File: config.mk
export PLATFORM = sky130hd
export DESIGN_NAME = renkon_scan_counter_flat
export DESIGN_NICKNAME = d
export VERILOG_FILES = /design/src/logic/renkon_pkg.sv /design/src/logic/scan_if.sv /design/src/logic/renkon_scan_counter.sv /design/src/flat_wrapper.sv
export SDC_FILE = /design/constraint.sdc
export NUM_CORES = 1
export LEC_CHECK = 0
export CELL_PAD_IN_SITES_DETAIL_PLACEMENT = 0
export CELL_PAD_IN_SITES_GLOBAL_PLACEMENT = 1
export CORE_MARGIN = 10
export CORE_UTILIZATION = 30
export DETAILED_ROUTE_END_ITERATION = 6
export DONT_BUFFER_PORTS = 1
export MAX_ROUTING_LAYER = met4
export PLACE_DENSITY_LB_ADDON = 0.1
export SLEW_MARGIN = 20
export SYNTH_ARGS = -nofsm -noshare
export SYNTH_HDL_FRONTEND = slang
export SYNTH_SLANG_ARGS = --single-unit
File: constraint.sdc
create_clock -name clk -period 2.1 [get_ports clk]
set_input_delay 0.21 -clock clk [delete_from_list [all_inputs] [get_ports clk]]
set_output_delay 0.21 -clock clk [all_outputs]
set_load 0.02 [all_outputs]
File: src/logic/renkon_pkg.sv
package renkon_pkg;

  localparam int DWIDTH       = 16;
  localparam int FRAC         = DWIDTH / 2;
  localparam int KSIZE        = 5;
  localparam int KAREA        = KSIZE * KSIZE;
  localparam int IMG_SIZE     = 12;
  localparam int FMAP_SIZE    = IMG_SIZE - KSIZE + 1;
  localparam int TREE_LATENCY = 5;  // register stages inside the adder tree

  // pixels, weights and fmap share the Q8.8 format
  typedef logic signed [DWIDTH-1:0]   data_t;
  typedef logic signed [2*DWIDTH-1:0] prod_t;  // full Q16.16 product

  typedef logic [$clog2(IMG_SIZE)-1:0] coord_t;
  typedef logic [$clog2(KAREA)-1:0]    tap_t;  // ky*KSIZE + kx

  typedef enum logic [1:0] {
    S_IDLE,
    S_CONV,
    S_DRAIN
  } ctrl_state_t;

endpackage

File: src/logic/scan_if.sv
interface scan_if;

  logic shift;       // one pixel accepted this cycle
  logic clear;       // restart at row 0, column 0
  logic win_full;    // shifted pixel completes a 5x5 window
  logic frame_last;  // shifted pixel is the last of the frame

  modport ctrl (
    output shift, clear,
    input  win_full, frame_last
  );

  modport cnt (
    input  shift, clear,
    output win_full, frame_last
  );

endinterface

File: src/logic/renkon_scan_counter.sv
module renkon_scan_counter
  import renkon_pkg::*;
(
  input  logic clk,
  input  logic xrst,
  scan_if.cnt  scan
);

  coord_t row;
  coord_t col;
  logic   col_end;

  assign col_end = (col == coord_t'(IMG_SIZE - 1));

  always_ff @(posedge clk) begin
    if (!xrst) begin
      row <= '0;
      col <= '0;
    end else if (scan.clear) begin
      row <= '0;
      col <= '0;
    end else if (scan.shift) begin
      if (col_end) begin
        col <= '0;
        if (row == coord_t'(IMG_SIZE - 1)) begin
          row <= '0;  // frame done, wait for next clear
        end else begin
          row <= row + 1'b1;
        end
      end else begin
        col <= col + 1'b1;
      end
    end
  end

  // both refer to the pixel being shifted now
  assign scan.win_full   = (row >= coord_t'(KSIZE - 1)) && (col >= coord_t'(KSIZE - 1));
  assign scan.frame_last = (row == coord_t'(IMG_SIZE - 1)) && col_end;

  a_row_range: assert property (@(posedge clk) disable iff (!xrst)
    row <= coord_t'(IMG_SIZE - 1))
    else $error("scan row %0d beyond image", row);

endmodule

File: src/flat_wrapper.sv
// flat-port wrapper written by rule: the top's interface ports become plain ports
module renkon_scan_counter_flat import renkon_pkg::*;
  (clk, xrst, scan_shift, scan_clear, scan_win_full, scan_frame_last);
  scan_if scan_i ();
  input  logic clk;
  input  logic xrst;
  input wire logic [$bits(scan_i.shift)-1:0] scan_shift;
  input wire logic [$bits(scan_i.clear)-1:0] scan_clear;
  output wire logic [$bits(scan_i.win_full)-1:0] scan_win_full;
  output wire logic [$bits(scan_i.frame_last)-1:0] scan_frame_last;
  assign scan_i.shift = scan_shift;
  assign scan_i.clear = scan_clear;
  assign scan_win_full = scan_i.win_full;
  assign scan_frame_last = scan_i.frame_last;
  renkon_scan_counter u_core (.clk(clk), .xrst(xrst), .scan(scan_i));
endmodule
==> results of run 1 <==
==> synth_stat cells <==
master | number | area [sq um]
sky130_fd_sc_hd__dfxtp_1 | 8 | 160
sky130_fd_sc_hd__mux2i_1 | 3 | 30.0
sky130_fd_sc_hd__nand2b_1 | 1 | 6.26
sky130_fd_sc_hd__ha_1 | 2 | 25.0
sky130_fd_sc_hd__nor2_1 | 9 | 33.8
sky130_fd_sc_hd__a21oi_1 | 2 | 10.0
sky130_fd_sc_hd__nor3_1 | 1 | 5.00
sky130_fd_sc_hd__nand4_1 | 1 | 6.26
sky130_fd_sc_hd__xnor2_1 | 1 | 8.76
sky130_fd_sc_hd__inv_1 | 2 | 7.51
sky130_fd_sc_hd__nand2_1 | 3 | 11.3
sky130_fd_sc_hd__or3_1 | 1 | 6.26
sky130_fd_sc_hd__nand3b_1 | 1 | 7.51
sky130_fd_sc_hd__nand3_1 | 1 | 5.00
sky130_fd_sc_hd__o21ai_0 | 2 | 10.0
sky130_fd_sc_hd__or4_1 | 1 | 7.51
sky130_fd_sc_hd__nand4b_4 | 1 | 23.8
sky130_fd_sc_hd__buf_4 | 1 | 7.51
sky130_fd_sc_hd__nor2b_1 | 1 | 6.26
sky130_fd_sc_hd__xor2_1 | 2 | 17.5
sky130_fd_sc_hd__o41ai_1 | 1 | 8.76
==> cells by family after synthesis <==
family,after synthesis
compound gates,5
xor+xnor,3
fa+ha+maj,2
buf+inv,3
flops,8
mux,3
simple gates,21
==> area by class of cell <==
type / instances / area (sq um)
fillers: 138 / 840
multi-input cells: 34 / 229
flip-flops and latches: 8 / 160
clock buffers: 3 / 22.5
well taps: 15 / 18.8
repair buffers: 1 / 7.51
inverters: 2 / 7.51
==> worst max-delay path: cells and delay by family, from the launching register on <==
kind | cells | cell delay [ns]
buf+inv | 1 | 0.18
fa+ha+maj | 1 | 0.25
simple gates | 2 | 0.34
flops | 1 | 0.36
==> flip-flops by register name, summed over array words and instances (netlist names) <==
signal      cells
u_core.col      4
u_core.row      4
==> worst min path at each step <==
stage / from / endpoint / slack (ns) / depth (start not counted)
floorplan: scan_clear / u_core.col[0]$_SDFFE_PP0P_ / 0.39 / 3
global placement: scan_shift / u_core.col[1]$_SDFFE_PP0P_ / 0.37 / 2
detailed placement: scan_shift / u_core.col[1]$_SDFFE_PP0P_ / 0.38 / 2
CTS: scan_shift / u_core.col[1]$_SDFFE_PP0P_ / 0.12 / 2
global route: scan_shift / u_core.col[1]$_SDFFE_PP0P_ / 0.12 / 2
finish: scan_shift / u_core.col[1]$_SDFFE_PP0P_ / 0.12 / 2
==> routing by layer <==
layer,routed length (um),track usage,up-vias
li1,-,-,161
met1,354,0.0487,138
met2,371,0.0768,3
met3,52,0.0360,2
met4,6,0.0412,0
met5,0,-,-
==> where the power goes <==
group | total [mW] | internal [mW] | switching [mW]
Clock | 0.114 | 0.0652 | 0.0490
Combinational | 0.00914 | 0.00449 | 0.00465
Sequential | 0.154 | 0.153 | 0.00115
==> per-stage QoR <==
stage                     power [mW]  setup WS, ns
after detailed placement       0.167         0.714
after floorplan                0.168         0.710
final                          0.278         0.508
after global placement         0.167         0.690
after CTS                      0.283         0.493
after global routing           0.295         0.379
==> impl_metrics.prom, run 1 <==
# TYPE chip_impl_metric gauge
chip_impl_info{name="run_status",value="complete, no violations"} 1
chip_impl_info{name="mostFrequentLayoutCell",value="sky130_fd_sc_hd__nor2_1"} 1
chip_impl_metric{name="grt_antenna_before_repair",unit=""} 0
chip_impl_metric{name="clk_pin_slew",unit="ns"} 0.05
chip_impl_metric{name="powerDensity",unit="nW/um^2"} 624
chip_impl_info{name="cp_slowest_cell",value="sky130_fd_sc_hd__dfxtp_1"} 1
chip_impl_metric{name="aggregate_routed_wire_length",unit="um"} 784
chip_impl_metric{name="drive_gt1_frac",unit=""} 0.104
chip_impl_metric{name="post_cts.resized_instances",unit=""} 0
chip_impl_info{name="crit_start",value="u_core.col[0]$_SDFFE_PP0P_"} 1
chip_impl_metric{name="floorplan.die.width",unit="um"} 56.7
chip_impl_info{name="setup_repair_after_global_routing_missed_its_margin",value="no"} 1
chip_impl_metric{name="fin_cells",unit=""} 63
chip_impl_info{name="min_path_type",value="in2reg"} 1
chip_impl_info{name="final_cell_mix",value="9 x sky130_fd_sc_hd__nor2_1, 8 x sky130_fd_sc_hd__dfxtp_1, 3 x sky130_fd_sc_hd__nand2_1, 3 x sky130_fd_sc_hd__mux2i_1, 3 x sky130_fd_sc_hd__clkbuf_4"} 1
chip_impl_info{name="cts_tree",value="yes"} 1
chip_impl_metric{name="worstPathArrival",unit="ns"} 1.38
chip_impl_metric{name="syn-instance-count",unit=""} 45
chip_impl_metric{name="maxSlewViolCount",unit=""} 0
chip_impl_metric{name="drv_cap",unit=""} 0
chip_impl_metric{name="post_synth_xor_area_fraction",unit=""} 0.0650
chip_impl_metric{name="timing.critical_path.required",unit="ns"} 1.89
chip_impl_info{name="dominant_combinational_cell_family_by_area_after_synthesis",value="simple AND/OR/NAND/NOR gates"} 1
chip_impl_metric{name="antenna-diode-count",unit=""} 0
chip_impl_metric{name="skew_pair_late_insertion_delay",unit="ns"} 0.25
chip_impl_info{name="endpoint_kind",value="output port"} 1
chip_impl_metric{name="dr.pass1.iters",unit=""} 3
chip_impl_metric{name="tightest_slew",unit="ns"} 0.409
chip_impl_metric{name="synthesis.area_per_instance",unit="sq um"} 8.98
chip_impl_metric{name="netlist_area",unit="sq um"} 404
chip_impl_metric{name="grt_use_total",unit=""} 0.0533
chip_impl_info{name="rr_endpoint",value="u_core.row[2]$_SDFFE_PP0P_"} 1
chip_impl_metric{name="detail_route.wl_per_cell",unit="um"} 12.4
chip_impl_metric{name="cp_slowest_stage_delay",unit="ns"} 0.36
chip_impl_metric{name="grt_first_pass_wirelength",unit="um"} 1280
chip_impl_metric{name="post_drt_via_cell_ratio",unit=""} 4.83
chip_impl_info{name="crit-reg2reg-launch",value="u_core.col[0]$_SDFFE_PP0P_"} 1
chip_impl_metric{name="overflow",unit=""} 0
chip_impl_metric{name="floorplan.rows",unit=""} 13
chip_impl_info{name="critPathKind",value="reg2out"} 1
chip_impl_info{name="crit_path_end",value="scan_frame_last"} 1
chip_impl_metric{name="finalNetCount",unit=""} 56
chip_impl_metric{name="coreArea",unit="sq um"} 1280
chip_impl_metric{name="synth_warnings",unit=""} 0
chip_impl_metric{name="worstRegToRegCells",unit=""} 4
chip_impl_metric{name="postCtsHoldBufs",unit=""} 0
chip_impl_metric{name="synth.yosys.seq_area_share",unit=""} 0.396
chip_impl_metric{name="synth.distinct_cells",unit=""} 21
chip_impl_metric{name="ir_worst_vdd",unit="uV"} 359
chip_impl_metric{name="vias_in_the_first_global_route",unit=""} 309
chip_impl_metric{name="achievable-frequency",unit="GHz"} 0.628
chip_impl_metric{name="final.min_clock_period",unit="ns"} 1.59
chip_impl_metric{name="floorplan.initialDensity",unit=""} 0.315
chip_impl_metric{name="max-slew-margin-rel",unit=""} 0.724
chip_impl_metric{name="drc",unit=""} 0
chip_impl_metric{name="dpl.cell_count",unit=""} 60
chip_impl_metric{name="grt_max_degree",unit=""} 8
chip_impl_metric{name="adder_and_majority_cell_fraction_of_the_synthesized_area",unit=""} 0.0619
chip_impl_metric{name="clk_path_buf_depth",unit=""} 2
chip_impl_metric{name="detail-route-antenna-nets",unit=""} 0
chip_impl_metric{name="final_hold_slack",unit="ns"} 0.122
chip_impl_info{name="launching_element_type_of_the_critical_path",value="flip-flop"} 1
chip_impl_metric{name="share_of_cell_area_taken_by_muxes_after_synthesis",unit=""} 0.0743
chip_impl_metric{name="final_hold_viol_count",unit=""} 0
chip_impl_metric{name="place.gp.congestion",unit=""} 0.730
chip_impl_metric{name="ctsHtreeMaxLevel",unit=""} 1
chip_impl_metric{name="floorplan.die.height",unit="um"} 56.7
chip_impl_metric{name="detailed_place.area",unit="sq um"} 423
chip_impl_metric{name="synthesized_area_fraction_occupied_by_ao_oa_aoi_and_oai_cells",unit=""} 0.0712
chip_impl_metric{name="portBuffers",unit=""} 0
chip_impl_metric{name="fin_tns_setup",unit="ns"} 0
chip_impl_metric{name="crit_fanout",unit=""} 3
chip_impl_metric{name="drt_iter0_markers",unit=""} 4
chip_impl_metric{name="cellLeakagePower",unit="nW"} 0.186
chip_impl_metric{name="detailroute.via_count",unit=""} 304
chip_impl_metric{name="final_core_util",unit=""} 0.347
chip_impl_metric{name="ys_ff_latch",unit=""} 8
chip_impl_metric{name="clock_buffers_created_by_tritoncts",unit=""} 3
chip_impl_info{name="crit_chain",value="ha_1 -> nand3b_1 -> nor3_1 -> buf_4"} 1
chip_impl_metric{name="timing.final.setup_violations",unit=""} 0
chip_impl_metric{name="fp.dieArea",unit="sq um"} 3220
chip_impl_metric{name="post_cts.repair.setup_buffers",unit=""} 0
chip_impl_metric{name="final.setup_skew",unit="ns"} 0.000447
chip_impl_metric{name="timing.reg2reg.setup_slack",unit="ns"} 0.70
chip_impl_metric{name="finalInstanceArea",unit="sq um"} 445
chip_impl_metric{name="post_route_clock_period_utilization",unit=""} 0.758
chip_impl_metric{name="postSynthNetCount",unit=""} 51
chip_impl_metric{name="cts_sinks",unit=""} 8
chip_impl_info{name="cts.root.buffer_cell",value="sky130_fd_sc_hd__clkbuf_4"} 1
chip_impl_metric{name="num_io_pins",unit=""} 6
chip_impl_metric{name="synthSimpleGateAreaFrac",unit=""} 0.294
chip_impl_metric{name="area.growth.synth_to_final",unit="%"} 10.2
No activity file was read; power rests on OpenSTA's default activity.
==> inputs of run 2 (changes only) <==
--- a/config.mk
+++ b/config.mk
@@ -5,6 +5,7 @@
 export SDC_FILE = /design/constraint.sdc
 export NUM_CORES = 1
 export LEC_CHECK = 0
+export ABC_AREA = 1
 export CELL_PAD_IN_SITES_DETAIL_PLACEMENT = 0
 export CELL_PAD_IN_SITES_GLOBAL_PLACEMENT = 1
 export CORE_MARGIN = 10
==> constraint.sdc (replaced) <==
create_clock -name clk -period 1.39 [get_ports clk]
set_input_delay 0.139 -clock clk [delete_from_list [all_inputs] [get_ports clk]]
set_output_delay 0.139 -clock clk [all_outputs]
set_load 0.02 [all_outputs]
==> run 2 against run 1 <==
Net effect: die area up 5.0%; final area up 16%; first-iteration DRC count down 50%; sequential cell count unchanged; register-to-register slack worse by 0.48 ns; area after synthesis up 7.7%; sequential share of layout area down 4.3 points; wire length up 15%; critical path type unchanged.
==> impl_metrics.prom, run 2 <==
# TYPE chip_impl_metric gauge
chip_impl_info{name="run_status",value="complete, no violations"} 1
chip_impl_metric{name="area.growth.synth_to_final",unit="%"} 19.0
chip_impl_metric{name="adder_and_majority_cell_fraction_of_the_synthesized_area",unit=""} 0.0575
chip_impl_metric{name="cellLeakagePower",unit="nW"} 0.195
chip_impl_metric{name="grt_max_degree",unit=""} 7
chip_impl_metric{name="drc",unit=""} 0
chip_impl_metric{name="crit_fanout",unit=""} 4
chip_impl_metric{name="syn-instance-count",unit=""} 63
chip_impl_info{name="rr_endpoint",value="u_core.col[3]$_SDFFE_PP0P_"} 1
chip_impl_metric{name="dr.pass1.iters",unit=""} 4
chip_impl_metric{name="overflow",unit=""} 0
chip_impl_info{name="cp_slowest_cell",value="sky130_fd_sc_hd__dfxtp_2"} 1
chip_impl_metric{name="detailroute.via_count",unit=""} 396
chip_impl_metric{name="synthSimpleGateAreaFrac",unit=""} 0.385
chip_impl_metric{name="totalPowerFinal",unit="mW"} 0.429
chip_impl_info{name="launching_element_type_of_the_critical_path",value="flip-flop"} 1
chip_impl_metric{name="synth.distinct_cells",unit=""} 16
chip_impl_metric{name="cell_internal_pwr",unit="mW"} 0.339
chip_impl_metric{name="post_drt_via_cell_ratio",unit=""} 4.77
chip_impl_metric{name="floorplan.die.width",unit="um"} 58.1
chip_impl_info{name="ys_top_cells_by_area",value="sky130_fd_sc_hd__dfxtp_1 37%, sky130_fd_sc_hd__nand2_1 11%, sky130_fd_sc_hd__inv_1 8.6%"} 1
chip_impl_metric{name="fp.dieArea",unit="sq um"} 3380
chip_impl_info{name="crit-reg2reg-launch",value="u_core.col[0]$_SDFFE_PP0P_"} 1
chip_impl_info{name="synth.cells.most_frequent",value="13 x sky130_fd_sc_hd__nand2_1, 10 x sky130_fd_sc_hd__inv_1, 9 x sky130_fd_sc_hd__nor2_1"} 1
chip_impl_metric{name="grt_antenna_before_repair",unit=""} 0
chip_impl_metric{name="fin_tns_setup",unit="ns"} 0
chip_impl_metric{name="filler_cell_count",unit=""} 150
chip_impl_info{name="dominant_combinational_cell_family_by_area_after_synthesis",value="simple AND/OR/NAND/NOR gates"} 1
chip_impl_metric{name="clk_pin_slew",unit="ns"} 0.05
chip_impl_metric{name="clk_path_buf_depth",unit=""} 2
chip_impl_metric{name="synthesized_area_fraction_occupied_by_ao_oa_aoi_and_oai_cells",unit=""} 0.103
chip_impl_metric{name="portBuffers",unit=""} 0
chip_impl_metric{name="timing.final.setup_violations",unit=""} 0
chip_impl_metric{name="synth.yosys.seq_area_share",unit=""} 0.368
chip_impl_info{name="crit_chain",value="inv_1 -> nor2_2 -> nand2_1 -> nor2_1 -> buf_4"} 1
chip_impl_info{name="cts_tree",value="yes"} 1
chip_impl_info{name="crit_start",value="u_core.col[3]$_SDFFE_PP0P_"} 1
chip_impl_metric{name="coreArea",unit="sq um"} 1330
chip_impl_info{name="post-synth-top-area-cell",value="sky130_fd_sc_hd__dfxtp_1"} 1
chip_impl_metric{name="place.gp.congestion",unit=""} 0.715
chip_impl_info{name="final_cell_mix",value="13 x sky130_fd_sc_hd__nand2_1, 10 x sky130_fd_sc_hd__inv_1, 8 x sky130_fd_sc_hd__nor2_1, 5 x sky130_fd_sc_hd__dfxtp_1"} 1
chip_impl_metric{name="cts_sinks",unit=""} 8
chip_impl_metric{name="worstRegToRegCells",unit=""} 6
chip_impl_metric{name="yosysTopAreaCellShare",unit=""} 0.368
chip_impl_metric{name="worstPathArrival",unit="ns"} 1.11
chip_impl_metric{name="max-slew-margin-rel",unit=""} 0.838
chip_impl_metric{name="detail-route-antenna-nets",unit=""} 0
chip_impl_metric{name="post_synth_xor_area_fraction",unit=""} 0
chip_impl_metric{name="synth-async-reset-ratio",unit=""} 0
chip_impl_info{name="min_path_type",value="in2reg"} 1
chip_impl_metric{name="synthesis.area_per_instance",unit="sq um"} 6.91
chip_impl_metric{name="powerDensity",unit="nW/um^2"} 828
chip_impl_metric{name="netlist_area",unit="sq um"} 435
chip_impl_metric{name="share_of_cell_area_taken_by_muxes_after_synthesis",unit=""} 0
chip_impl_info{name="setup_repair_after_global_routing_missed_its_margin",value="no"} 1
chip_impl_metric{name="achievable-frequency",unit="GHz"} 0.803
chip_impl_metric{name="drt_iter0_markers",unit=""} 2
chip_impl_metric{name="dpl.cell_count",unit=""} 79
chip_impl_metric{name="cp_slowest_stage_delay",unit="ns"} 0.35
chip_impl_metric{name="drive_gt1_frac",unit=""} 0.250
chip_impl_metric{name="detailed_place.area",unit="sq um"} 462
chip_impl_metric{name="switching_power_as_a_share_of_total_power",unit=""} 0.210
chip_impl_metric{name="grt_first_pass_wirelength",unit="um"} 1500
chip_impl_info{name="crit_path_end",value="scan_frame_last"} 1
chip_impl_metric{name="detail_route.wl_per_cell",unit="um"} 10.9
chip_impl_metric{name="ir_worst_vdd",unit="uV"} 451
chip_impl_metric{name="maxSlewViolCount",unit=""} 0
chip_impl_metric{name="share_of_total_power_in_combinational_logic",unit=""} 0.042
chip_impl_metric{name="final_hold_viol_count",unit=""} 0
chip_impl_metric{name="post_cts.repair.setup_buffers",unit=""} 0
chip_impl_metric{name="final.setup_skew",unit="ns"} 0.000631
chip_impl_metric{name="aggregate_routed_wire_length",unit="um"} 904
chip_impl_metric{name="dp.final_hpwl",unit="um"} 705
chip_impl_metric{name="skew_pair_late_insertion_delay",unit="ns"} 0.25
chip_impl_metric{name="final_hold_slack",unit="ns"} 0.0739
chip_impl_info{name="mostFrequentLayoutCell",value="sky130_fd_sc_hd__nand2_1"} 1
chip_impl_info{name="cts.root.buffer_cell",value="sky130_fd_sc_hd__clkbuf_4"} 1
chip_impl_metric{name="finalNetCount",unit=""} 76
chip_impl_metric{name="post_route_clock_period_utilization",unit=""} 0.896
chip_impl_metric{name="floorplan.initialDensity",unit=""} 0.326
chip_impl_metric{name="vias_in_the_first_global_route",unit=""} 388
chip_impl_metric{name="fin_cells",unit=""} 83
chip_impl_metric{name="drv_cap",unit=""} 0
chip_impl_info{name="dominantRegCellSynth",value="sky130_fd_sc_hd__dfxtp_1"} 1
chip_impl_metric{name="clock_buffers_created_by_tritoncts",unit=""} 3
chip_impl_metric{name="finalInstanceArea",unit="sq um"} 518
chip_impl_info{name="critPathKind",value="reg2out"} 1
chip_impl_metric{name="floorplan.die.height",unit="um"} 58.1
chip_impl_info{name="endpoint_kind",value="output port"} 1
chip_impl_metric{name="edff_count_synth",unit=""} 0
chip_impl_metric{name="timing.reg2reg.setup_slack",unit="ns"} 0.22
chip_impl_metric{name="timing.critical_path.required",unit="ns"} 1.25
chip_impl_metric{name="ys_ff_latch",unit=""} 8
chip_impl_info{name="yosys.cell_count.top_type",value="sky130_fd_sc_hd__nand2_1"} 1
chip_impl_metric{name="antenna-diode-count",unit=""} 0
chip_impl_metric{name="netSwitchingPower",unit="mW"} 0.0901
chip_impl_metric{name="postSynthNetCount",unit=""} 69
chip_impl_metric{name="final.min_clock_period",unit="ns"} 1.25
chip_impl_metric{name="tightest_slew",unit="ns"} 0.242
chip_impl_metric{name="num_io_pins",unit=""} 6
chip_impl_metric{name="grt_use_total",unit=""} 0.0605
chip_impl_info{name="top_regs",value="u_core.col: 4 flops, u_core.row: 4 flops"} 1
chip_impl_metric{name="power_frac_seq",unit=""} 0.546
chip_impl_metric{name="ctsHtreeMaxLevel",unit=""} 1
chip_impl_metric{name="floorplan.rows",unit=""} 13
chip_impl_metric{name="power_frac_clock",unit=""} 0.412
chip_impl_metric{name="synth_warnings",unit=""} 0
## run 2: cell count changes in the layout (fill, tap and decap cells not counted), sizes merged, moves of 2 or more
cell   change
inv        +8
mux2i      -3
nand2     +13
nand3      +3
nor2       +3
xor2       -2
## run 2: critical path: cells and delay by family, from the launching register on
| kind | cells | cell delay, ns |
|---|---|---|
| DFF | 1 | 0.35 |
| buffers and inverters | 2 | 0.22 |
| and+or+nand+nor | 3 | 0.27 |
## run 2: layout make-up
type / instances / area (sq um) / share of cell area
Clock buffer: 3 / 22.5 / 0.0435
Inverter: 10 / 37.5 / 0.0725
Multi-Input combinational cell: 45 / 258 / 0.498
Sequential cell: 8 / 164 / 0.316
Tap cell: 15 / 18.8 / 0.0362
Timing Repair Buffer: 2 / 17.5 / 0.0338
## run 2: what timing repair did
action	CTS	global route
pin swaps	0	1
setup endpoints to repair	1	1
resized for setup	1	6
hold buffers	1	0
endpoints found under the hold margin	1	0
## run 2: logic make-up after synthesis
family | Yosys count
AND/OR/NAND/NOR | 35
buffers and inverters | 10
AO/OA/AOI/OAI | 8
flip-flops | 8
adder cells (fa/ha/maj) | 2
## run 2: worst min-delay path by stage
stage	cells past startpoint	slack, ns	end	startpoint
2_1_floorplan	1	0.23	u_core.col[1]$_SDFFE_PP0P_	scan_shift
3_3_place_gp	1	0.23	u_core.col[1]$_SDFFE_PP0P_	scan_shift
3_5_place_dp	1	0.24	u_core.col[1]$_SDFFE_PP0P_	scan_shift
4_1_cts	3	0.07	u_core.row[2]$_SDFFE_PP0P_	scan_clear
5_1_grt	3	0.09	u_core.row[2]$_SDFFE_PP0P_	scan_clear
6_report	3	0.07	u_core.row[2]$_SDFFE_PP0P_	scan_clear
## run 2: layer usage
layer  track usage  part of all wire  vias up
li1              -                 -      210
met1        0.0572              0.44      179
met2        0.0890              0.51        5
met4        0.0604             0.012        0
met3        0.0261             0.041        2
met5             -                 0        -
## run 2: stage by stage
| step | setup WS [ns] | utilization |
|---|---|---|
| floorplan | 0.300 | - |
| global placement | 0.223 | 0.346 |
| detailed placement | 0.224 | 0.346 |
| CTS | 0.00544 | 0.372 |
| global route | 0.0179 | 0.388 |
| finish | 0.145 | 0.388 |
## run 2: power groups by stage
stage | Combinational [mW] | Sequential (mW) | Clock [mW]
after global routing | 0.0218 | 0.234 | 0.199
final | 0.0180 | 0.234 | 0.177
after detailed placement | 0.0159 | 0.239 | 0
after global placement | 0.0158 | 0.239 | 0
after floorplan | 0.0133 | 0.239 | 0
after CTS | 0.0183 | 0.234 | 0.187
